File: config.mk
export PLATFORM = sky130hd
export DESIGN_NAME = cache_routing
export DESIGN_NICKNAME = d
export VERILOG_FILES = /design/src/rtl/cache_pkg.sv /design/src/rtl/cache_routing.sv
export SDC_FILE = /design/constraint.sdc
export NUM_CORES = 1
export LEC_CHECK = 0
export BUFFER_PORTS_ARGS = -buffer_cell sky130_fd_sc_hd__buf_2
export CORE_AREA = 2 2 112 114
export DETAILED_ROUTE_END_ITERATION = 12
export DIE_AREA = 0 0 114 116
export PLACE_DENSITY = 0.45
export SLEW_MARGIN = 10
export SYNTH_ARGS = -nofsm -noshare
export SYNTH_HDL_FRONTEND = slang
export SYNTH_SLANG_ARGS = --single-unit
File: constraint.sdc
create_clock -name vclk -period 2.75
set_clock_uncertainty 0.1 [all_clocks]
set_input_delay 0.275 -clock vclk [all_inputs]
set_output_delay 0.275 -clock vclk [all_outputs]
set_load 0.005 [all_outputs]
File: src/rtl/cache_pkg.sv
`default_nettype none

package cache_pkg;

	localparam int WORD_BITS   = 32;
	localparam int LINE_WORDS  = 4;
	localparam int INDEX_BITS  = 6;  // 64 lines.
	localparam int OFFSET_BITS = 2;  // Word within a line.
	localparam int TAG_BITS    = 22;

	typedef logic [WORD_BITS-1:0]                        word;
	typedef logic [TAG_BITS+INDEX_BITS+OFFSET_BITS-1:0] ptr;  // Word address.
	typedef logic [LINE_WORDS*WORD_BITS-1:0]             line;
	typedef logic [WORD_BITS/8-1:0]                      word_be;
	typedef logic [LINE_WORDS*WORD_BITS/8-1:0]           line_be;

	typedef logic [TAG_BITS-1:0]    addr_tag;
	typedef logic [INDEX_BITS-1:0]  addr_index;
	typedef logic [OFFSET_BITS-1:0] addr_offset;

	typedef union packed {
		ptr raw;
		struct packed {
			addr_tag    tag;
			addr_index  index;
			addr_offset offset;
		} fields;
	} addr_view;

endpackage

`default_nettype wire

File: src/rtl/cache_routing.sv
`default_nettype none

module cache_routing
	import cache_pkg::*;
(
	input  ptr         core_address,
	input  addr_tag    tag_rd,
	input  line        data_rd,
	input  logic       wb_select,
	input  logic       sweep_busy,
	input  addr_index  sweep_index,
	output addr_index  index_rd,
	output addr_index  index_wr,
	output addr_tag    core_tag,
	output addr_offset core_offset,
	output word        core_readdata,
	output word        mem_address
);

	addr_view core_view, mem_view;

	assign core_view.raw = core_address;
	assign core_tag      = core_view.fields.tag;
	assign core_offset   = core_view.fields.offset;
	assign index_rd      = core_view.fields.index;
	assign index_wr      = sweep_busy ? sweep_index : core_view.fields.index;

	assign core_readdata = data_rd[core_offset * WORD_BITS +: WORD_BITS];

	always_comb begin
		mem_view.fields.tag    = wb_select ? tag_rd : core_view.fields.tag;
		mem_view.fields.index  = core_view.fields.index;
		mem_view.fields.offset = '0;  // Line base.
	end

	assign mem_address = {mem_view.raw, 2'b00};  // Byte address.

endmodule

`default_nettype wire

==> results.yml <==
yosys:
  synthCells: 111
  seq_area_frac_synth_pct: 0
  synth_largest_area_cell: "mux4_2"
  synth_most_common_cell: "buf_4"
  synth_top_family_by_area: "multiplexers"
  ys.warnings.count: 0
  synth_adder_area_share_pct: 0
  syn_avg_cell_area_sq_um: 13.0
  netlist_area_sq_mm: 0.00145
  synth-compound-area-share_pct: 0
  synth_top_area_share_pct: 46.7
  ys_top_cells_by_area: "mux4_2, mux2_2, buf_4"
  synth-simple-area-share_pct: 0
  synth_cell_types: 9
  synth_mux_area_share_pct: 72.1
  yosys-top-cells-count: "buf_4, mux4_2, mux2_2, buf_2, buf_12"
  synthXorXnorAreaFrac_pct: 0
worst_hold_path:
  hold_start: "core_address[23]"
  hp-class: "input port to output port"
  hold-path-cell-count: 2
route:
  wl_mm: 7.47
  post_drt_via_cell_ratio: 3.95
  drtIter0Drc: 68
  wl_per_cell_um: 15.0
  drc_errors: 0
  ant_nets: 0
  first_pass_iters: 4
  vias: 1964
timing:
  fin_crit_sh_pct: 65.6
  worst_slew_pin_slew_ns: 0.747
  period_minus_slack_ns: 1.80
  setup_viol: 0
  slew_headroom_pct: 50.2
  max_freq_mhz: 554
  slew_violations: 0
  fin_setup_tns_ns: 0
  finalHoldViolCount: 0
  rsz0062_at_grt: "no"
floorplan:
  initial_core_util_pct: 12.2
  dieArea_sq_mm: 0.0132
  fp.coreArea_sq_mm: 0.0119
  io_pins: 288
  fp.dieW_um: 114
  die_h_um: 116
  core.rowCount: 40
cts:
  cts_resized: 0
  cts_hold_buf: 0
  post_cts_buffers: 0
critical_path:
  crit_required_ns: 2.38
  startpoint: "core_address[1]"
  endpoint: "core_readdata[4]"
  setup.worst_path.end_class: "output port"
  cp.arrival_ns: 1.43
  startpoint_type: "input port"
  crit_fanout: 33
  crit_type: "input port to output port"
cells_and_area:
  syn_to_final_growth_pct: 85.0
  clockBufferCount: 0
  ff_latch_area_sq_um: 0
  seq_cell_count: 0
  utilization_pct: 22.5
  drive_gt1_share_pct: 98.3
  layout.nets: 540
  diodes: 0
global_routing:
  grt_pass1_wl_mm: 9.63
  antenna_found_initial: 0
  gr-usage-all-layers_pct: 9.32
  grt.overflow.total: 0
  grt_start_max_net_pins: 34
  first_global_vias: 1863
power_and_ir_drop:
  p_clk_share_pct: 0
  power_switching_share_pct: 36.2
  ir_drop_uv: 95.3
  seqPwrFrac_pct: 0
  comb_power_share_pct: 100.0
  p_leak_nw: 1.46
  powerDensity_mw_per_mm2: 155
  p_int_uw: 265
  p_sw_uw: 150
status:
  status: "finished, final reports clean"
placement:
  dp_hpwl_mm: 6.89
  portBuffers: 284
  gp_congestion: 0.766
flow_run:
  cap_viol_max_count: 0
critical path, stage by stage:
cell and delay (ns):
buf_2 0.57, mux4_2 0.43, buf_2 0.15
cells by family after synthesis:
group | Yosys count
mux | 60
other cells | 1
buf+inv | 50
routing by layer:
metal	up-vias	routed length, um	global-route usage (%)
met5	-	0	0
met4	0	30	0.488
met3	4	860	2.46
met2	172	4060	19.3
met1	904	2520	9.72
li1	884	-	-
stage by stage:
stage	std cells	area [sq um]	setup WS (ns)	total power, mW	hold slack [ns]
floorplan	114	1460	1.34	0.218	0.531
global placement	497	2680	0.961	0.415	0.629
detailed placement	497	2680	0.939	0.418	0.632
CTS	497	2680	0.943	0.420	0.632
global route	497	2680	0.894	0.451	0.634
finish	497	2680	0.946	0.415	0.630
layout by cell type, fill, tap and decap left out:
master	Yosys	final
buf_4	40	2
mux4_2	30	30
buf_2	5	284
conb_1	1	4
mux4_1	2	2
mux2_2	28	28
final cells by class:
| cell class | count | area, sq um |
|---|---|---|
| Timing Repair Buffer | 286 | 1440 |
| Multi-Input combinational cell | 64 | 1060 |
| Fill cell | 1299 | 9230 |
| Tap cell | 147 | 184 |
worst min path at each step:
stage                                 to
after floorplan           core_offset[0]
after global placement       core_tag[0]
after detailed placement     core_tag[7]
after CTS                    core_tag[7]
after global routing        core_tag[15]
final                       core_tag[15]
power by group through the flow:
stage	registers (mW)	clock network, mW	logic, mW
2_1_floorplan	0	0	0.218
3_3_place_gp	0	0	0.415
3_5_place_dp	0	0	0.418
4_1_cts	0	0	0.420
5_1_grt	0	0	0.451
6_report	0	0	0.415
Power figures use the tool's default switching activity.
