**src/rtl/cache_pkg.sv**
```systemverilog
`default_nettype none

package cache_pkg;

	localparam int WORD_BITS   = 32;
	localparam int LINE_WORDS  = 4;
	localparam int INDEX_BITS  = 6;  // 64 lines.
	localparam int OFFSET_BITS = 2;  // Word within a line.
	localparam int TAG_BITS    = 22;

	typedef logic [WORD_BITS-1:0]                        word;
	typedef logic [TAG_BITS+INDEX_BITS+OFFSET_BITS-1:0] ptr;  // Word address.
	typedef logic [LINE_WORDS*WORD_BITS-1:0]             line;
	typedef logic [WORD_BITS/8-1:0]                      word_be;
	typedef logic [LINE_WORDS*WORD_BITS/8-1:0]           line_be;

	typedef logic [TAG_BITS-1:0]    addr_tag;
	typedef logic [INDEX_BITS-1:0]  addr_index;
	typedef logic [OFFSET_BITS-1:0] addr_offset;

	typedef union packed {
		ptr raw;
		struct packed {
			addr_tag    tag;
			addr_index  index;
			addr_offset offset;
		} fields;
	} addr_view;

endpackage

`default_nettype wire

```
**src/rtl/cache_sweep.sv**
```systemverilog
`default_nettype none

module cache_sweep
	import cache_pkg::*;
(
	input  logic      clk,
	input  logic      rst_n,
	output logic      sweep_busy,
	output addr_index sweep_index
);

	always_ff @(posedge clk) begin
		if (!rst_n) begin
			sweep_index <= '0;
			sweep_busy  <= 1'b1;
		end else if (sweep_busy) begin
			sweep_index <= sweep_index + 1'b1;  // Wraps to zero after the last line.
			if (sweep_index == '1)
				sweep_busy <= 1'b0;
		end
	end

endmodule

`default_nettype wire

```
**config.mk**
```make
export PLATFORM = sky130hd
export DESIGN_NAME = cache_sweep
export DESIGN_NICKNAME = d
export VERILOG_FILES = /design/src/rtl/cache_pkg.sv /design/src/rtl/cache_sweep.sv
export SDC_FILE = /design/constraint.sdc
export NUM_CORES = 1
export LEC_CHECK = 0
export BUFFER_PORTS_ARGS = -buffer_cell sky130_fd_sc_hd__buf_2
export CELL_PAD_IN_SITES_DETAIL_PLACEMENT = 2
export CELL_PAD_IN_SITES_GLOBAL_PLACEMENT = 2
export CORE_AREA = 8 8 45 47
export CTS_BUF_LIST = sky130_fd_sc_hd__clkbuf_8
export DETAILED_ROUTE_END_ITERATION = 10
export DIE_AREA = 0 0 53 55
export GPL_ROUTABILITY_DRIVEN = 0
export PLACE_DENSITY_LB_ADDON = 0.1
export SLEW_MARGIN = 40
export SYNTH_ARGS = -nofsm -noshare
export SYNTH_HDL_FRONTEND = slang
export SYNTH_SLANG_ARGS = --single-unit
```
**constraint.sdc**
```tcl
create_clock -name clk -period 3.19 [get_ports clk]
set_input_delay 0.638 -clock clk [delete_from_list [all_inputs] [get_ports clk]]
set_output_delay 0.638 -clock clk [all_outputs]
set_load 0.05 [all_outputs]
```
==> reports/summary.txt <==
shortest period the worst path allows: 1.67 ns
mapped cell area: 288 um2
buffer and inverter count on the worst path: 1
full die area: 0.00292 mm2
global-route wire length before repair: 1.26 mm
effective utilization at floorplan: 20.8%
Chip Width: 53 um
Gate Count Post-Synth: 28
Critical Path Source Type: flip-flop
gate family responsible for the most delay along the worst path: flip-flops
Post-Syn Nets: 31
fin util: 28.4%
length of the first detailed-routing pass in iterations: 4
startpoint-to-endpoint class of the critical path: reg -> out
endpoints failing hold: 0
count of nets left with antenna violations after detail routing: 0
number of flip-flops and latches in the synthesized netlist: 7
achievable clock frequency: 598 MHz
required time of the critical path: 2.55 ns
worst-case setup margin in the final layout: 1.52 ns
vias: 238
placeable core region: 0.00138 mm2
setup repair after global routing missed its margin: no
final worst-path cycle share: 52.4%
gr usage total: 6.18%
CTS tree: built
Worst setup EP type: primary output
total of cells resized after clock tree synthesis: 0
Cell Rows: 14
share of synthesized area occupied by flip-flops and latches: 48.7%
Worst Clk Skew: 0.00349 ns
number of H-tree branching levels: 1
average cell area after synthesis: 10.3 um2
growth of design area from synthesis to finish: 36.5%
slowest cell on the critical path: dfxtp_1
share of cells above drive strength 1: 30.0%
count of fill cells added during filler insertion: 166
routed wire length: 766 um
Worst path depth: 1
latest clock arrival within the worst-skew pair: 0.22 ns
height of the die: 55 um
largest net degree at the start of global routing: 8
normalized max-slew margin: 79.9%
type of the most critical hold path: reg -> reg
sink count of the clock tree: 7
clock transition at the register clock pins on the worst setup and hold paths after CTS: 0.04 ns
via count of the first global-routing pass: 296
drt via density: 4.25
critical path's largest stage delay: 0.48 ns
leakage power: 0.184 nW
DR DRC count: 0
number of clock buffers inserted by TritonCTS: 3
total overflow reported by the global router: 0
CP max FO: 7
clock root cell: clkbuf_8
final count of negative-setup-slack endpoints: 0
Worst Max-Slew Pin Slew: 0.301 ns
pwr/cell area: 607 mW/mm2
count of pins over their slew limit: 0
Port Buffers: 8
hold-fix buffer count after cts: 0
final net count: 44
number of antenna violations at the first check in global routing: 0
Worst Hold Path Cells: 2
finished layout cell area: 393 um2
I/O pin count: 9
cell area reported after detailed placement: 348 um2
Synth Warn #: 0
final sum of negative setup slack: 0 ns
drt initial violations: 2
number of buffers inserted by post-CTS setup repair: 0
hold_ws: 0.517 ns
worst reg2reg path depth: 3
outcome: finished clean
Max Root-Sink Buffers: 2
average wire per cell in the routed design: 13.7 um
antenna cell count: 0
MaxCap Viol Count: 0
worst path cell trace: buf_2
maximum ir drop on the vdd rail: 0.158 mV
Setup Slack @ Placement: 1.76 ns
arrival time reported for the critical path endpoint: 1.03 ns
distinct cell type count after synthesis: 14
## layer usage
metal / global-route usage [%] / up-vias / wire, um
li1: - / 118 / -
met1: 5.94 / 113 / 342
met2: 9.57 / 7 / 356
met3: 2.67 / 0 / 67
met4: 6.47 / 0 / 0
met5: 0 / - / 0
## layout make-up
type,count,area [um2],area share (%)
multi-input cells,21,148,37.6
flip-flops and latches,7,140,35.7
clock buffers,3,41.3,10.5
repair buffers,8,40.0,10.2
well taps,16,20.0,5.10
clock inverters,1,3.75,0.955
## per-stage QoR
stage | power (mW) | std cells
after global placement | 0.121 | 52
after detailed placement | 0.122 | 52
after CTS | 0.245 | 56
after global routing | 0.252 | 56
after floorplan | 0.114 | 28
final | 0.238 | 56
## synth_stat cells (all sizes together)
cell	number	share of area, %
a21boi	1	2.6
and2	4	8.7
dfxtp	7	49
ha	1	4.3
mux2i	1	3.5
nand2	3	3.9
nand3	1	1.7
nand4	2	6.5
nor2b	1	2.2
o21ai	2	3.5
or3	1	2.2
xnor2	3	9.1
xor2	1	3.0
## path summary, 6_finish.rpt
check / from / slack (ns) / endpoint
worst min-delay path: sweep_index[5] / 0.52 / sweep_index[5]
worst max-delay path: sweep_busy / 1.52 / sweep_busy
worst min register to register: sweep_index[5] / 0.52 / sweep_index[5]
worst max register to register: sweep_busy / 1.91 / sweep_index[5]
## where the power goes
part	switching (mW)	internal (mW)
sequential	0.00451	0.0912
clock	0.0356	0.0829
combinational	0.0167	0.00739
## cell families (layout without fill, tap and decap cells)
group,after synthesis,in the layout,synth area share (%)
buf+inv,0,12,0
fa+ha+maj,1,1,4.35
mux,1,1,3.48
simple gates,12,12,25.2
flops,7,7,48.7
compound gates,3,3,6.09
xor+xnor,4,4,12.2
## state kept, by name (all words and copies together), names as in the netlist
| register | cells |
|---|---|
| sweep_busy | 1 |
| sweep_index | 6 |
## worst register-to-register path, stage by stage, from the launching register on
cell	delay, ns
dfxtp_1	0.48
nand4_2	0.19
or3_1	0.38
a21boi_1	0.15
## cell usage in the layout (no fill, tap or decap)
cell type / synthesis / routed
a21boi_1: 1 / 1
and2_1: 4 / 4
buf_2: 0 / 8
clkbuf_8: 0 / 3
dfxtp_1: 7 / 7
ha_1: 1 / 1
inv_1: 0 / 1
mux2i_1: 1 / 1
nand2_1: 3 / 3
nand3_1: 1 / 1
nand4_1: 1 / 1
nand4_2: 1 / 1
nor2b_1: 1 / 1
o21ai_0: 2 / 2
or3_1: 1 / 1
xnor2_1: 3 / 3
xor2_1: 1 / 1
(Power assumes the default switching activity.)
