--- src/rtl/cache_pkg.sv ---
`default_nettype none

package cache_pkg;

	localparam int WORD_BITS   = 32;
	localparam int LINE_WORDS  = 4;
	localparam int INDEX_BITS  = 6;  // 64 lines.
	localparam int OFFSET_BITS = 2;  // Word within a line.
	localparam int TAG_BITS    = 22;

	typedef logic [WORD_BITS-1:0]                        word;
	typedef logic [TAG_BITS+INDEX_BITS+OFFSET_BITS-1:0] ptr;  // Word address.
	typedef logic [LINE_WORDS*WORD_BITS-1:0]             line;
	typedef logic [WORD_BITS/8-1:0]                      word_be;
	typedef logic [LINE_WORDS*WORD_BITS/8-1:0]           line_be;

	typedef logic [TAG_BITS-1:0]    addr_tag;
	typedef logic [INDEX_BITS-1:0]  addr_index;
	typedef logic [OFFSET_BITS-1:0] addr_offset;

	typedef union packed {
		ptr raw;
		struct packed {
			addr_tag    tag;
			addr_index  index;
			addr_offset offset;
		} fields;
	} addr_view;

endpackage

`default_nettype wire

--- src/rtl/cache_monitor.sv ---
`default_nettype none

module cache_monitor
	import cache_pkg::*;
(
	input  logic      clk,
	input  logic      rst_n,
	input  logic      monitor_acquire,
	input  logic      monitor_commit,
	input  logic      monitor_release,
	input  addr_tag   core_tag,
	input  addr_index index_rd,
	output logic      monitor_fail
);

	logic      res_valid, match;
	addr_tag   res_tag;
	addr_index res_index;

	assign match        = res_valid && res_tag == core_tag && res_index == index_rd;
	assign monitor_fail = !match;

	always_ff @(posedge clk) begin
		if (!rst_n)
			res_valid <= 1'b0;
		else if (monitor_acquire)
			res_valid <= 1'b1;
		else if (monitor_commit || (monitor_release && match))
			res_valid <= 1'b0;  // Cleared whether the commit wins or not.
	end

	always_ff @(posedge clk) begin
		if (monitor_acquire) begin
			res_tag   <= core_tag;
			res_index <= index_rd;
		end
	end

endmodule

`default_nettype wire

--- config.mk ---
export PLATFORM = sky130hd
export DESIGN_NAME = cache_monitor
export DESIGN_NICKNAME = d
export VERILOG_FILES = /design/src/rtl/cache_pkg.sv /design/src/rtl/cache_monitor.sv
export SDC_FILE = /design/constraint.sdc
export NUM_CORES = 1
export LEC_CHECK = 0
export BUFFER_PORTS_ARGS = -buffer_cell sky130_fd_sc_hd__buf_4
export CORE_MARGIN = 2
export CORE_UTILIZATION = 54
export DETAILED_ROUTE_END_ITERATION = 10
export GPL_TIMING_DRIVEN = 0
export HOLD_SLACK_MARGIN = 0.05
export PLACE_DENSITY = 0.82
export SLEW_MARGIN = 20
export SYNTH_ARGS = -nofsm -noshare
export SYNTH_HDL_FRONTEND = slang
export SYNTH_SLANG_ARGS = --single-unit
--- constraint.sdc ---
create_clock -name clk -period 2.1 [get_ports clk]
set_clock_uncertainty 0.15 [all_clocks]
set_input_delay 0.105 -clock clk [delete_from_list [all_inputs] [get_ports clk]]
set_output_delay 0.105 -clock clk [all_outputs]
set_load 0.01 [all_outputs]
==> results_dict.tcl <==
set metrics [dict create \
    status "completed" \
    io_buffers 33 \
    path_cells "dlygate4sd3_1 -> buf_4 -> xnor2_1 -> nand4_1 -> nor4_1 -> and4_1 -> nand2_1 -> buf_4" \
    cp.required_ns 1.85 \
    timing.critical_path.mode_cell "buf_4" \
    synthTopCellsByArea "edfxtp_1 70%, xnor2_1 15%, xor2_1 3.6%" \
    htreeDepth 2 \
    globalplace.congestion 0.697 \
    leakagePower_nw 0.696 \
    route.detailed.drc 0 \
    crit_path_end_kind "output port" \
    ant_nets 0 \
    synthDistinctLibCells 15 \
    fmax_ghz 0.495 \
    cts_buffers 5 \
    crit_type "input pin to output port" \
    finalSetupViolations 0 \
    core-area_mm2 0.00215 \
    slowest_stage "dlygate4sd3_1" \
    vias 873 \
    placed_area_mm2 0.00148 \
    synth_top_family_by_area "XOR/XNOR gates" \
    vias_per_cell 5.02 \
    r2r_slack_ns 0.53 \
    num_rows 17 \
    ys_warn_count 0 \
    drtIter0Drc 20 \
    synth_top_cell_by_area "edfxtp_1" \
    cp-start-kind "input pin" \
    fill_cells 110 \
    hp-class "input pin to flop" \
    seq_area_frac_synth 0.717 \
    fin_setup_tns_ns 0 \
    synth_fa_ha_area_frac 0 \
    num-nets-final 179 \
    die-area_mm2 0.00262 \
    final_cell_mix "33 x buf_4, 31 x dlygate4sd3_1, 28 x edfxtp_1" \
    synth_cells 75 \
    slew_headroom 0.755 \
    clkSinkCount 29 \
    syn_avg_cell_area_um2 16.0 \
    hpwl_um 1490 \
    critPathTopFamily "buffers and inverters" \
    clk_transition_reported_paths_ns 0.08 \
    die_h_um 51.1 \
    final_area_mm2 0.00184 \
    grt_setup_unrepaired "false" \
    grt_pass1_wl_um 4060 \
    grt.total_usage 0.228 \
    synth_xor_area_frac 0.182 \
    max_stage_delay_ns 0.53 \
    peakVddDrop_uv 551 \
    clockBufferDepth 2 \
    wl_per_cell_um 13.8 \
    tightest_slew_ns 0.368 \
    crit_arrival_ns 1.76 \
    antenna_found_initial 0 \
    grt_pass1_vias 941 \
    path_buf_inv 3 \
    first_pass_iters 4 \
    synth_area_mm2 0.00120 \
    syn-num-nets 108 \
    dieWidth_um 51.1 \
    finalPower_mw 1.18 \
    yosys.area_share.simple 0.0584 \
    synth_compound_area_frac 0.0292 \
    drive_gt1_frac 0.260 \
    maxCapViolCount 0 \
    grt_max_degree 31 \
    tritoncts "done" \
    post_cts_buffers 0 \
    root_buffer "clkbuf_4" \
    slew_violations 0 \
    timing.final.crit_share 0.962 \
    antenna_cells 0 \
    globalRoute.totalOverflow 0 \
    clkLatencyLatePin_ns 0.32 \
    period_minus_slack_ns 2.02 \
    finalHoldViolCount 0 \
    wl_um 2400 \
    hold_ws_ns 0.0778 \
    final_common_cell "buf_4" \
    synth.area.mux_share 0 \
    critPathMaxFanout 2 \
    synth_seq_cells 29 \
    power_density_mw_per_mm2 641 \
    start_util 0.559 \
    synth_top_cell_area_share 0.701 \
    fin_util 0.856 \
    boundaryPins 34 \
    area_delta_synth_final_pct 53.2 \
]
[through the flow]
stage | setup WS [ns] | std cells
floorplan | 0.768 | 75
global placement | 0.553 | 136
detailed placement | 0.481 | 136
CTS | 0.0645 | 174
global route | 0.00278 | 174
finish | 0.0804 | 174
[repair_timing]
item	4_1_cts	5_1_grt
resized for setup	0	0
endpoints found under the hold margin	29	0
hold buffers	31	0
setup endpoints to repair	0	0
[registers in the layout, summed over array words and instances, names as in the netlist]
register,cells
res_index,6
res_tag,22
res_valid,1
[routing by layer]
metal / part of all wire / track usage / vias up
met5: 0 / 0 / -
met4: 0.027 / 0.122 / 0
met3: 0.051 / 0.0848 / 8
met2: 0.55 / 0.413 / 28
met1: 0.37 / 0.220 / 419
li1: - / - / 418
[power breakdown]
part	internal [mW]	leakage, nW	total [mW]	switching [mW]
registers	0.685	0.282	0.704	0.0193
logic	0.118	0.388	0.187	0.0685
clock network	0.121	0.0258	0.288	0.167
[area by class of cell]
cell class,instances,area (um2),area share
timing repair buffer,64,558,0.304
sequential,29,861,0.468
inverter,4,15.0,0.00817
multi-input combinational,42,324,0.176
clock buffer,6,41.3,0.0225
tap,28,35.0,0.0191
clock inverter,1,3.75,0.00204
[worst register-to-register path: cells and delay by family (launching register included)]
kind	cells	cell delay (ns)
simple gates	1	0.15
compound gates	2	0.27
flops	1	0.34
buf+inv	1	0.59
[logic make-up after synthesis]
kind of cell	after synthesis
DFF	29
and+or+nand+nor	12
xor gates and xnor gates	25
AOI/OAI and AO/OA	5
buffers and inverters	4
[cells in the mapped netlist, drive strengths merged]
cell,n
nand4,5
o22ai,1
nor4,2
edfxtp,28
nand2,1
xor2,5
xnor2,20
inv,4
nor2,2
nor2b,1
a41oi,1
dfxtp,1
o21ai,2
and4,1
a222oi,1
[worst paths after layout]
kind / depth (start not counted) / from / end
worst min-delay path: 1 / monitor_acquire / res_tag[12]
worst min register to register: 4 / res_index[0] / res_valid
worst max-delay path: 8 / core_tag[5] / monitor_fail
worst max register to register: 4 / res_valid / res_valid
Power figures use the tool's default switching activity.
