$ cat src/rtl/cache_pkg.sv
`default_nettype none

package cache_pkg;

	localparam int WORD_BITS   = 32;
	localparam int LINE_WORDS  = 4;
	localparam int INDEX_BITS  = 6;  // 64 lines.
	localparam int OFFSET_BITS = 2;  // Word within a line.
	localparam int TAG_BITS    = 22;

	typedef logic [WORD_BITS-1:0]                        word;
	typedef logic [TAG_BITS+INDEX_BITS+OFFSET_BITS-1:0] ptr;  // Word address.
	typedef logic [LINE_WORDS*WORD_BITS-1:0]             line;
	typedef logic [WORD_BITS/8-1:0]                      word_be;
	typedef logic [LINE_WORDS*WORD_BITS/8-1:0]           line_be;

	typedef logic [TAG_BITS-1:0]    addr_tag;
	typedef logic [INDEX_BITS-1:0]  addr_index;
	typedef logic [OFFSET_BITS-1:0] addr_offset;

	typedef union packed {
		ptr raw;
		struct packed {
			addr_tag    tag;
			addr_index  index;
			addr_offset offset;
		} fields;
	} addr_view;

endpackage

`default_nettype wire

$ cat src/rtl/cache_state_pkg.sv
`default_nettype none

package cache_state_pkg;

	typedef enum logic [1:0] {
		INVALID,
		CLEAN,
		DIRTY  // Line differs from memory.
	} line_state;

	localparam logic [1:0] RESP_OKAY      = 2'd0;
	localparam logic [1:0] RESP_LOCK_FAIL = 2'd1;  // Store-conditional lost.

endpackage

`default_nettype wire

$ cat src/rtl/cache_control.sv
`default_nettype none

module cache_control
	import cache_pkg::*, cache_state_pkg::*;
(
	input  logic       clk,
	input  logic       rst_n,
	input  logic       core_read,
	input  logic       core_write,
	input  logic       core_lock,
	input  logic       sweep_busy,
	input  logic       mem_waitrequest,
	input  addr_tag    tag_rd,
	input  addr_tag    core_tag,
	input  line_state  state_rd,
	input  logic       monitor_fail,
	output logic       core_waitrequest,
	output logic       mem_read,
	output logic       mem_write,
	output logic       write_data,
	output logic       write_state,
	output logic       data_wr_sel,
	output line_state  state_wr,
	output logic [1:0] core_response,
	output logic       monitor_acquire,
	output logic       monitor_commit,
	output logic       monitor_release,
	output logic       wb_select
);

	typedef enum logic [2:0] {IDLE, LOOKUP, WRITEBACK, FILL, REPLY} ctrl_state;

	ctrl_state state, state_next;
	logic hit, lock_write, lock_reject, done, write_hit, fill_done;

	assign hit         = state_rd != INVALID && tag_rd == core_tag;
	assign lock_write  = core_write && core_lock;
	assign lock_reject = lock_write && monitor_fail;  // Fails even on a miss.
	assign done        = state == LOOKUP && (hit || lock_reject);
	assign write_hit   = done && core_write && !lock_reject;
	assign fill_done   = state == FILL && !mem_waitrequest;

	always_ff @(posedge clk) begin
		if (!rst_n)
			state <= IDLE;
		else
			state <= state_next;
	end

	always_comb begin
		state_next = state;
		unique case (state)
			IDLE:      if ((core_read || core_write) && !sweep_busy) state_next = LOOKUP;
			LOOKUP:    if (done) state_next = IDLE;
			           else if (state_rd == DIRTY) state_next = WRITEBACK;
			           else state_next = FILL;
			WRITEBACK: if (!mem_waitrequest) state_next = FILL;
			FILL:      if (!mem_waitrequest) state_next = REPLY;
			REPLY:     state_next = LOOKUP;  // Filled line is read back here.
			default:   state_next = IDLE;
		endcase
	end

	assign core_waitrequest = !done;
	assign core_response    = lock_reject ? RESP_LOCK_FAIL : RESP_OKAY;

	assign mem_write = state == WRITEBACK;
	assign mem_read  = state == FILL;
	assign wb_select = state == WRITEBACK;  // Victim tag on the address.

	assign write_data  = write_hit || fill_done;
	assign data_wr_sel = write_hit;  // Core merge, else memory fill.
	assign write_state = sweep_busy || write_data;
	assign state_wr    = sweep_busy ? INVALID : (write_hit ? DIRTY : CLEAN);

	assign monitor_acquire = done && core_read && core_lock;
	assign monitor_commit  = done && lock_write;
	assign monitor_release = done && core_write && !core_lock;

endmodule

`default_nettype wire

$ cat config.mk
export PLATFORM = sky130hd
export DESIGN_NAME = cache_control
export DESIGN_NICKNAME = d
export VERILOG_FILES = /design/src/rtl/cache_pkg.sv /design/src/rtl/cache_state_pkg.sv /design/src/rtl/cache_control.sv
export SDC_FILE = /design/constraint.sdc
export NUM_CORES = 1
export LEC_CHECK = 0
export ABC_AREA = 1
export BUFFER_PORTS_ARGS = -buffer_cell sky130_fd_sc_hd__buf_2
export CAP_MARGIN = 10
export CORE_ASPECT_RATIO = 0.6
export CORE_UTILIZATION = 35
export DETAILED_ROUTE_END_ITERATION = 7
export GPL_ROUTABILITY_DRIVEN = 1
export PLACE_DENSITY = 0.78
export SLEW_MARGIN = 10
export SYNTH_ARGS = -nofsm -noshare
export SYNTH_HDL_FRONTEND = slang
export SYNTH_SLANG_ARGS = --single-unit
$ cat constraint.sdc
create_clock -name clk -period 1.7 [get_ports clk]
set_input_delay 0.34 -clock clk [delete_from_list [all_inputs] [get_ports clk]]
set_output_delay 0.34 -clock clk [all_outputs]
set_load 0.1 [all_outputs]
==> metrics.csv <==
metric,value,unit
status,"finished, violations left",
violations,setup timing,
grtUsageMet1,30.0,%
gr-total-overflow,0,
clk_pin_slew,0.03,ns
placed_area,1560,sq um
finClkSkew,0.00157,ns
ioPinCount,68,
grt_pass1_vias,1269,
layout_setup_ws,-0.451,ns
io_buffer_count,66,
cp-start-kind,input pin,
rsz0062_at_grt,true,
fillers,89,
final_area,1830,sq um
met3_usage,4.12,%
num_antenna_cells,0,
vias,1307,
first_pass_iters,5,
path_delay_family,simple AND/OR/NAND/NOR gates,
yosys_warnings,0,
synth_cell_types,19,
row_count,12,
netlist_instances,180,
utilization,91.4,%
period_share,127,%
critPathBufInv,3,
grt_use_total,26.4,%
top_register,state,
finalPower,0.000822,W
drv_slew,0,
start_util,40.0,%
critical_path_class,input pin to primary output,
cp.arrival,1.81,ns
largest_reg_flops,3,
critPathMaxFanout,3,
cts-root-buf,clkbuf_8,
maxCapViolations,0,
peakVddDrop,0.000613,V
hold_path.class,input pin to register,
path_cells,"buf_2, nand2_1, nand2_1, nor2_1, nand2_1, nor2_2, nand3_2, nand2_4, nand2_8, nor2_4, nand2_4, buf_6, nand3_4, buf_12",
area_delta_synth_final,129,%
top_regs,state x3,
grt-busiest-layer,met2,
antenna_found_initial,0,
drt-initial-drc-count,40,
cts.sinks,3,
fin_setup_tns,-3.44,ns
core_area,2000,sq um
dp_hpwl,2.32,mm
cellPowerDensity,450,nW/um^2
drive_above_1_share,55.1,%
wl_per_cell,12.3,um
gp_congestion,0.767,
clk_path_buf_depth,2,
synth_top_area_share,34.8,%
synth_fp_nets,234,
die_h,39.0,um
via_per_inst,4.49,
grt_pass1_wl,4.95,mm
yosysTopAreaCell,nand2_1,
ys_ff_latch,3,
clock_latency,0.22,ns
end_kind,primary output,
critical_path_required,1.36,ns
avgSynthCellArea,4.43,sq um
drc,0,
fin_nets,318,
die_area,2480,sq um
drtAntennaViolNets,0,
finalHoldViolCount,0,
max_stage_delay,0.17,ns
finalCriticalPeriod,2.15,ns
max_freq,465,MHz
seq_area_frac_synth,7.52,%
regArea,60.1,sq um
place_ws,-0.475,ns
cts_tree,done,
die_x,63.7,um
leakagePower,1.05,nW
grt.met2_usage,52.1,%
numCtsBuffers,3,
setup_viol,9,
syn_area,798,sq um
final_cell_mix,"nand2_1 (57), inv_1 (34), buf_2 (34), buf_6 (20)",
grt_max_degree,5,
final_common_cell,nand2_1,
synth_area_leaders,"nand2_1 (35%), inv_1 (24%), nor2_1 (9.4%)",
multi_input_area,682,sq um
slowest_stage,buf_12,
wl,3.57,mm
h-tree-depth,1,
crit_top_cell,nand2_1,
[power by group]
part           internal [W]  leakage (nW)  switching (W)  total [W]
clock              0.000160        0.0228      0.0000466   0.000206
sequential        0.0000787        0.0245     0.00000509  0.0000838
combinational      0.000222         0.999       0.000310   0.000532
total              0.000460          1.05       0.000362   0.000822
[stage by stage]
stage | hold slack, ns | instances
2_1_floorplan | 0.487 | 180
3_3_place_gp | 0.627 | 285
3_5_place_dp | 0.624 | 285
4_1_cts | 0.399 | 290
5_1_grt | 0.411 | 291
6_report | 0.397 | 291
[final cells by class]
| type | count | area share, % |
|---|---|---|
| multi-input combinational | 118 | 37.4 |
| tap | 28 | 1.92 |
| clock buffer | 4 | 2.47 |
| inverter | 56 | 13.2 |
| sequential | 3 | 3.29 |
| timing repair buffer | 82 | 41.8 |
[tightest hold or removal path, stage by stage]
cell and delay [ns]:
buf_2 0.09, inv_1 0.07, a21oi_1 0.05
[routing by layer]
layer | share of wire [%] | vias to the layer above
li1 | - | 666
met1 | 40 | 579
met2 | 53 | 56
met3 | 6.1 | 6
met4 | 0.87 | 0
met5 | 0 | -
[timing repair]
action | in CTS | in global routing
setup endpoints to repair | 11 | 9
gates resized for setup | 14 | 46
pin swaps | 9 | 35
gates cloned | 0 | 0
setup buffers | 1 | 1
hold buffers | 0 | 0
[path summary, 6_finish.rpt]
path | start | to | slack (ns) | cells past startpoint
max | tag_rd[13] | write_state | -0.45 | 14
min | rst_n | state[0]$_SDFFE_PN0P_ | 0.40 | 3
max reg2reg | state[2]$_SDFFE_PN0P_ | state[1]$_SDFFE_PN0P_ | 0.27 | 8
min reg2reg | state[0]$_SDFFE_PN0P_ | state[0]$_SDFFE_PN0P_ | 0.68 | 4
[cells in the mapped netlist]
library cell,count
nand2_1,74
inv_1,51
nor2_1,20
inv_2,5
o21ai_1,4
a21oi_1,3
buf_4,3
dfxtp_1,3
nand3_1,3
nand2_2,2
nor2_2,2
nor3_1,2
nor3_2,2
a211oi_1,1
conb_1,1
nand3_2,1
nand4_1,1
nor2_4,1
xnor2_1,1
[kinds of logic (layout without fill, tap and decap cells)]
logic type	count (synthesis)	after routing	share of synthesized area, %
buf+inv	59	142	29.2
compound gates	8	8	5.33
other cells	1	1	0.470
flops	3	3	7.52
xor+xnor	1	1	1.10
simple gates	108	108	56.4
Note: power is estimated with default switching activity, not from simulation.
