### config.mk
export PLATFORM = sky130hd
export DESIGN_NAME = cache_offsets
export DESIGN_NICKNAME = d
export VERILOG_FILES = /design/src/rtl/cache_pkg.sv /design/src/rtl/cache_offsets.sv
export SDC_FILE = /design/constraint.sdc
export NUM_CORES = 1
export LEC_CHECK = 0
export BUFFER_PORTS_ARGS = -buffer_cell sky130_fd_sc_hd__buf_2
export CAP_MARGIN = 20
export CELL_PAD_IN_SITES_DETAIL_PLACEMENT = 0
export CELL_PAD_IN_SITES_GLOBAL_PLACEMENT = 1
export CORE_AREA = 2 2 219 221
export DETAILED_ROUTE_END_ITERATION = 6
export DIE_AREA = 0 0 221 223
export GPL_TIMING_DRIVEN = 0
export PLACE_DENSITY_LB_ADDON = 0.1
export SYNTH_ARGS = -nofsm -noshare
export SYNTH_HDL_FRONTEND = slang
export SYNTH_SLANG_ARGS = --single-unit
### constraint.sdc
create_clock -name vclk -period 1.52
set_input_delay 0.152 -clock vclk [all_inputs]
set_output_delay 0.152 -clock vclk [all_outputs]
set_load 0.02 [all_outputs]
### src/rtl/cache_pkg.sv
`default_nettype none

package cache_pkg;

	localparam int WORD_BITS   = 32;
	localparam int LINE_WORDS  = 4;
	localparam int INDEX_BITS  = 6;  // 64 lines.
	localparam int OFFSET_BITS = 2;  // Word within a line.
	localparam int TAG_BITS    = 22;

	typedef logic [WORD_BITS-1:0]                        word;
	typedef logic [TAG_BITS+INDEX_BITS+OFFSET_BITS-1:0] ptr;  // Word address.
	typedef logic [LINE_WORDS*WORD_BITS-1:0]             line;
	typedef logic [WORD_BITS/8-1:0]                      word_be;
	typedef logic [LINE_WORDS*WORD_BITS/8-1:0]           line_be;

	typedef logic [TAG_BITS-1:0]    addr_tag;
	typedef logic [INDEX_BITS-1:0]  addr_index;
	typedef logic [OFFSET_BITS-1:0] addr_offset;

	typedef union packed {
		ptr raw;
		struct packed {
			addr_tag    tag;
			addr_index  index;
			addr_offset offset;
		} fields;
	} addr_view;

endpackage

`default_nettype wire

### src/rtl/cache_offsets.sv
`default_nettype none

module cache_offsets
	import cache_pkg::*;
(
	input  addr_offset core_offset,
	input  word        core_writedata,
	input  word_be     core_byteenable,
	input  line        data_rd,
	input  line        mem_readdata,
	input  logic       data_wr_sel,
	output line        data_wr,
	output line        mem_writedata,
	output line_be     mem_byteenable
);

	line    core_writedata_line, core_data_wr;
	line_be core_byteenable_line;

	// The word is copied into every lane; the enables pick the right one.
	assign core_writedata_line  = {LINE_WORDS{core_writedata}};
	assign core_byteenable_line = line_be'(core_byteenable) << (core_offset * (WORD_BITS / 8));

	always_comb begin
		for (int b = 0; b < LINE_WORDS * WORD_BITS / 8; b++)
			core_data_wr[b*8 +: 8] = core_byteenable_line[b] ?
				core_writedata_line[b*8 +: 8] : data_rd[b*8 +: 8];
	end

	assign data_wr        = data_wr_sel ? core_data_wr : mem_readdata;
	assign mem_writedata  = data_rd;  // Victim line.
	assign mem_byteenable = '1;

endmodule

`default_nettype wire

==> metrics.yaml, run 1 <==
drtIter0Drc: 239
worstPathRequired_ps: 1370
synth-adder-area-share_pct: 0
slowest_delay_ps: 240
rsz0062_at_grt: "yes"
hold_buffers: 0
switchingPower_mw: 1.79
io_pins: 567
period_share_pct: 98.6
wire_per_inst_um: 19.4
powerDensity_nw_per_um2: 370
final.min_clock_period_ps: 1500
synth_area_per_cell_um2: 5.23
hpwl_um: 31600
route.met3.wl_um: 2250
pwr-share-comb_pct: 100.0
crit_top_cell: "buf_12"
gp_congestion: 0.758
drt_wl_total_um: 37700
fin_nets: 1629
power_frac_seq_pct: 0
p_leak_nw: 4.52
n_antenna_cell: 0
final_common_cell: "buf_2"
critPathSlowestCell: "nor3b_4"
p_sw_share_pct: 58.1
cp.arrival_ps: 1350
mostFrequentLayoutCells: "buf_2, nand2_1, buf_4"
synth_xor_area_share_pct: 0
viasPerCell: 3.64
finalPower_mw: 3.09
setup_viol_count_final: 0
seq_cells: 0
slew_headroom_pct: 57.9
drive_gt1_share_pct: 61.9
grt_pass1_wl_um: 52000
grt_max_degree: 11
clkPwrFrac_pct: 0
drc_errors: 0
multi_input_area_um2: 2840
rows: 80
hold_path.class: "input pin to primary output"
die_w_um: 221
start_kind: "input pin"
muxShareOfSynthArea_pct: 0
worst_slew_pin_slew_ps: 632
netlist_area_um2: 3880
yosysWarnings: 0
synth_seq_area_share_pct: 0
synth.distinct_cells: 16
ir_drop_mv: 0.0972
nClkBuffers: 0
synth-simple-area-share_pct: 44.1
drv_slew: 0
routed.top_layer: "met5"
drtAntennaViolNets: 0
fmax_mhz: 667
gr-usage-all-layers_pct: 14.3
synth_compound_area_share_pct: 20.6
synth_top_family_by_area: "simple AND/OR/NAND/NOR gates"
syn_inst: 743
regArea_um2: 0
antenna_found_initial: 2
start_util_pct: 8.24
outcome: "complete, no violations"
hold_violations: 0
coreArea_um2: 47100
drt_pass1_iterations: 4
overflow: 0
intPower_mw: 1.30
cp_max_fo: 6
num_vias: 7094
die_area_um2: 49300
worstPathCellList: "buf_12 > buf_12 > buf_12 > nor3b_4 > buf_6 > nand2_2 > a31oi_1 > buf_4"
crit_buf_inv: 5
yosys.area.top_type: "buf_4"
max_cap_viol_count: 0
fp.dieH_um: 223
end_kind: "primary output"
fill_cells: 5660
wirelength_met1_um: 15800
syn_to_final_growth_pct: 115
portBuffers: 546
netlist.area_leader.share_pct: 29.8
post_dp_cell_area_um2: 7440
route.met2.wl_um: 19500
first_global_vias: 7132
worstSetupPathType: "input pin to primary output"
worst_path_dominant_cell_family: "buffers and inverters"
synth_area_leaders: "buf_4, nand2_1, a31oi_1"
fin_area_um2: 8370
[area by class of cell]
type                            count  share of cell area, %
Buffer                            195                   17.5
Multi-Input combinational cell    560                   33.9
Tap cell                          615                   9.20
Timing Repair Buffer              577                   39.4
[Yosys cell counts, drive strengths merged]
| cell type | number |
|---|---|
| nand3b | 8 |
| nor3b | 4 |
| and3 | 4 |
| and3b | 8 |
| nand2 | 256 |
| buf | 169 |
| nor2 | 128 |
| clkbuf | 29 |
| nand3 | 4 |
| or3b | 4 |
| a31oi | 128 |
| conb | 1 |
[worst paths after layout]
check	slack, ps	cells past startpoint	endpoint	from
setup / recovery	20	8	data_wr[27]	core_offset[1]
hold / removal	620	3	mem_writedata[77]	data_rd[77]
[logic make-up (layout without fill, tap and decap cells)]
| kind of cell | Yosys count | count (layout) |
|---|---|---|
| compound gates | 128 | 128 |
| buf+inv | 198 | 772 |
| other cells | 1 | 16 |
| simple gates | 416 | 416 |
[power by group through the flow]
stage	combinational [mW]	clock, mW	sequential [mW]
after global routing	3.34	0	0
final	3.09	0	0
after floorplan	1.54	0	0
after detailed placement	2.87	0	0
after CTS	3.05	0	0
after global placement	2.88	0	0
[timing repair]
item                                    CTS  global route
resized for setup                        90           105
pin swaps                                15            40
buffers inserted                         26             1
endpoints found under the setup margin  128            80
cloned                                    4             0
[through the flow]
stage               hold WS (ps)  cells  setup TNS (ps)  setup slack, ps  util [%]
floorplan                    417    758               0              189         -
global placement             629   1919          -44560             -811      15.8
detailed placement           627   1919          -45770             -807      15.8
CTS                          629   1947           -37.4            -33.6      17.0
global route                 638   1947            -494            -60.0      17.7
finish                       624   1947               0             21.4      17.7
[per-layer routing]
metal	GRT usage [%]	vias to the layer above
met5	0	-
met4	0.779	4
met3	2.67	14
met2	27.2	313
met1	17.2	3269
li1	-	3494
No activity file was read; power rests on OpenSTA's default activity.
==> inputs of run 2 (changes only) <==
--- a/config.mk
+++ b/config.mk
@@ -14,6 +14,7 @@
 export DIE_AREA = 0 0 221 223
 export GPL_TIMING_DRIVEN = 0
 export PLACE_DENSITY_LB_ADDON = 0.1
+export SETUP_SLACK_MARGIN = 0.15
 export SYNTH_ARGS = -nofsm -noshare
 export SYNTH_HDL_FRONTEND = slang
 export SYNTH_SLANG_ARGS = --single-unit
==> metrics.yaml, run 2 (synthesis gave the netlist of run 1 again) <==
outcome: "complete, no violations"
hold_path.class: "input pin to primary output"
fmax_mhz: 662
worstPathRequired_ps: 1370
io_pins: 567
drtIter0Drc: 228
dpl.cell_count: 1919
nClkBuffers: 0
final_common_cell: "buf_2"
path_depth: 8
period_share_pct: 99.4
worst_slew_pin_slew_ps: 634
endpoint: "data_wr[27]"
drt_wl_total_um: 38200
powerDensity_nw_per_um2: 365
die_w_um: 221
start_kind: "input pin"
worst_path_dominant_cell_family: "buffers and inverters"
regArea_um2: 0
hpwl_um: 31600
hold_violations: 0
grt_pass1_wl_um: 52600
setup_viol_count_final: 0
crit_start: "core_offset[1]"
portBuffers: 546
n_antenna_cell: 0
slowest_delay_ps: 240
drv_slew: 0
worstPathCellList: "buf_12 > buf_12 > buf_12 > nor3b_4 > buf_6 > nand2_2 > a31oi_1 > buf_4"
gr-usage-all-layers_pct: 14.4
cp_max_fo: 7
ir_drop_mv: 0.103
p_leak_nw: 4.93
drive_gt1_share_pct: 73.1
final_cells: 1953
fp.dieH_um: 223
first_global_vias: 7192
rsz0062_at_grt: "yes"
slew_headroom_pct: 57.8
wire_per_inst_um: 19.6
coreArea_um2: 47100
seq_cells: 0
end_kind: "primary output"
rows: 80
die_area_um2: 49300
postLayoutCoreUtil_pct: 20.3
fill_cells: 5543
syn_to_final_growth_pct: 147
mostFrequentLayoutCells: "buf_2, buf_4, nor2_1"
viasPerCell: 3.67
tns_ps: 0
crit_top_cell: "buf_12"
start_util_pct: 8.24
cp.arrival_ps: 1360
worstSetupPathType: "input pin to primary output"
critPathSlowestCell: "nor3b_4"
drtAntennaViolNets: 0
num_vias: 7176
final.min_clock_period_ps: 1510
overflow: 0
max_cap_viol_count: 0
gp_congestion: 0.758
crit_buf_inv: 5
drt_pass1_iterations: 4
drc_errors: 0
fin_nets: 1635
grt_max_degree: 11
antenna_found_initial: 2
[run 2: cell count changes in the layout (fill, tap and decap cells not counted), moves of 3 or more]
cell | before | now
buf_6 | 19 | 56
a31oi_2 | 9 | 12
buf_8 | 1 | 4
clkbuf_4 | 4 | 11
nand2_4 | 0 | 31
nand2_1 | 228 | 102
nand2_2 | 28 | 123
a31oi_1 | 114 | 95
buf_2 | 502 | 420
a31oi_4 | 5 | 21
clkbuf_2 | 19 | 10
buf_12 | 8 | 11
buf_4 | 214 | 259
[run 2: power by group]
part	internal [mW]	total, mW	switching [mW]
Sequential	0	0	0
Clock	0	0	0
Combinational	1.54	3.50	1.95
Total	1.54	3.50	1.95
[run 2: final cells by class]
type / instances / area [um2] / area share, %
Multi-Input combinational cell: 560 / 3580 / 37.4
Timing Repair Buffer: 580 / 3610 / 37.7
Tap cell: 615 / 769 / 8.03
Buffer: 198 / 1610 / 16.8
[run 2: worst min path at each step]
stage / endpoint / slack (ps) / startpoint / cells after the start
after floorplan: mem_writedata[0] / 420 / data_rd[0] / 1
after CTS: mem_writedata[77] / 630 / data_rd[77] / 3
after global routing: mem_writedata[99] / 640 / data_rd[99] / 3
after global placement: mem_writedata[88] / 630 / data_rd[88] / 3
after detailed placement: mem_writedata[80] / 630 / data_rd[80] / 3
final: mem_writedata[99] / 630 / data_rd[99] / 3
[run 2: timing repair]
item                       in CTS  in global routing
hold buffers                    0                  0
setup endpoints to repair     128                126
buffers inserted               27                  3
resized for setup             322                209
gates cloned                    4                  0
pin swaps                     138                159
[run 2: per-stage QoR]
stage | setup slack [ps] | area (um2) | power (mW) | hold WS [ps]
final | 9.02 | 9580 | 3.50 | 630
after global routing | -56.5 | 9580 | 3.74 | 644
after CTS | 26.9 | 8720 | 3.31 | 629
after detailed placement | -807 | 7440 | 2.87 | 627
after global placement | -811 | 7440 | 2.88 | 629
after floorplan | 189 | 3940 | 1.54 | 417
[run 2: per-layer routing]
metal / global-route usage, % / up-vias / wire length [um]
met5: 0 / - / 25
met4: 0.974 / 4 / 229
met3: 2.49 / 14 / 2260
met2: 27.4 / 304 / 19900
met1: 17.5 / 3340 / 15800
li1: - / 3514 / -
[run 2: worst min-delay path, delay by kind of cell]
kind	cells	cell delay, ps
buf+inv	3	330
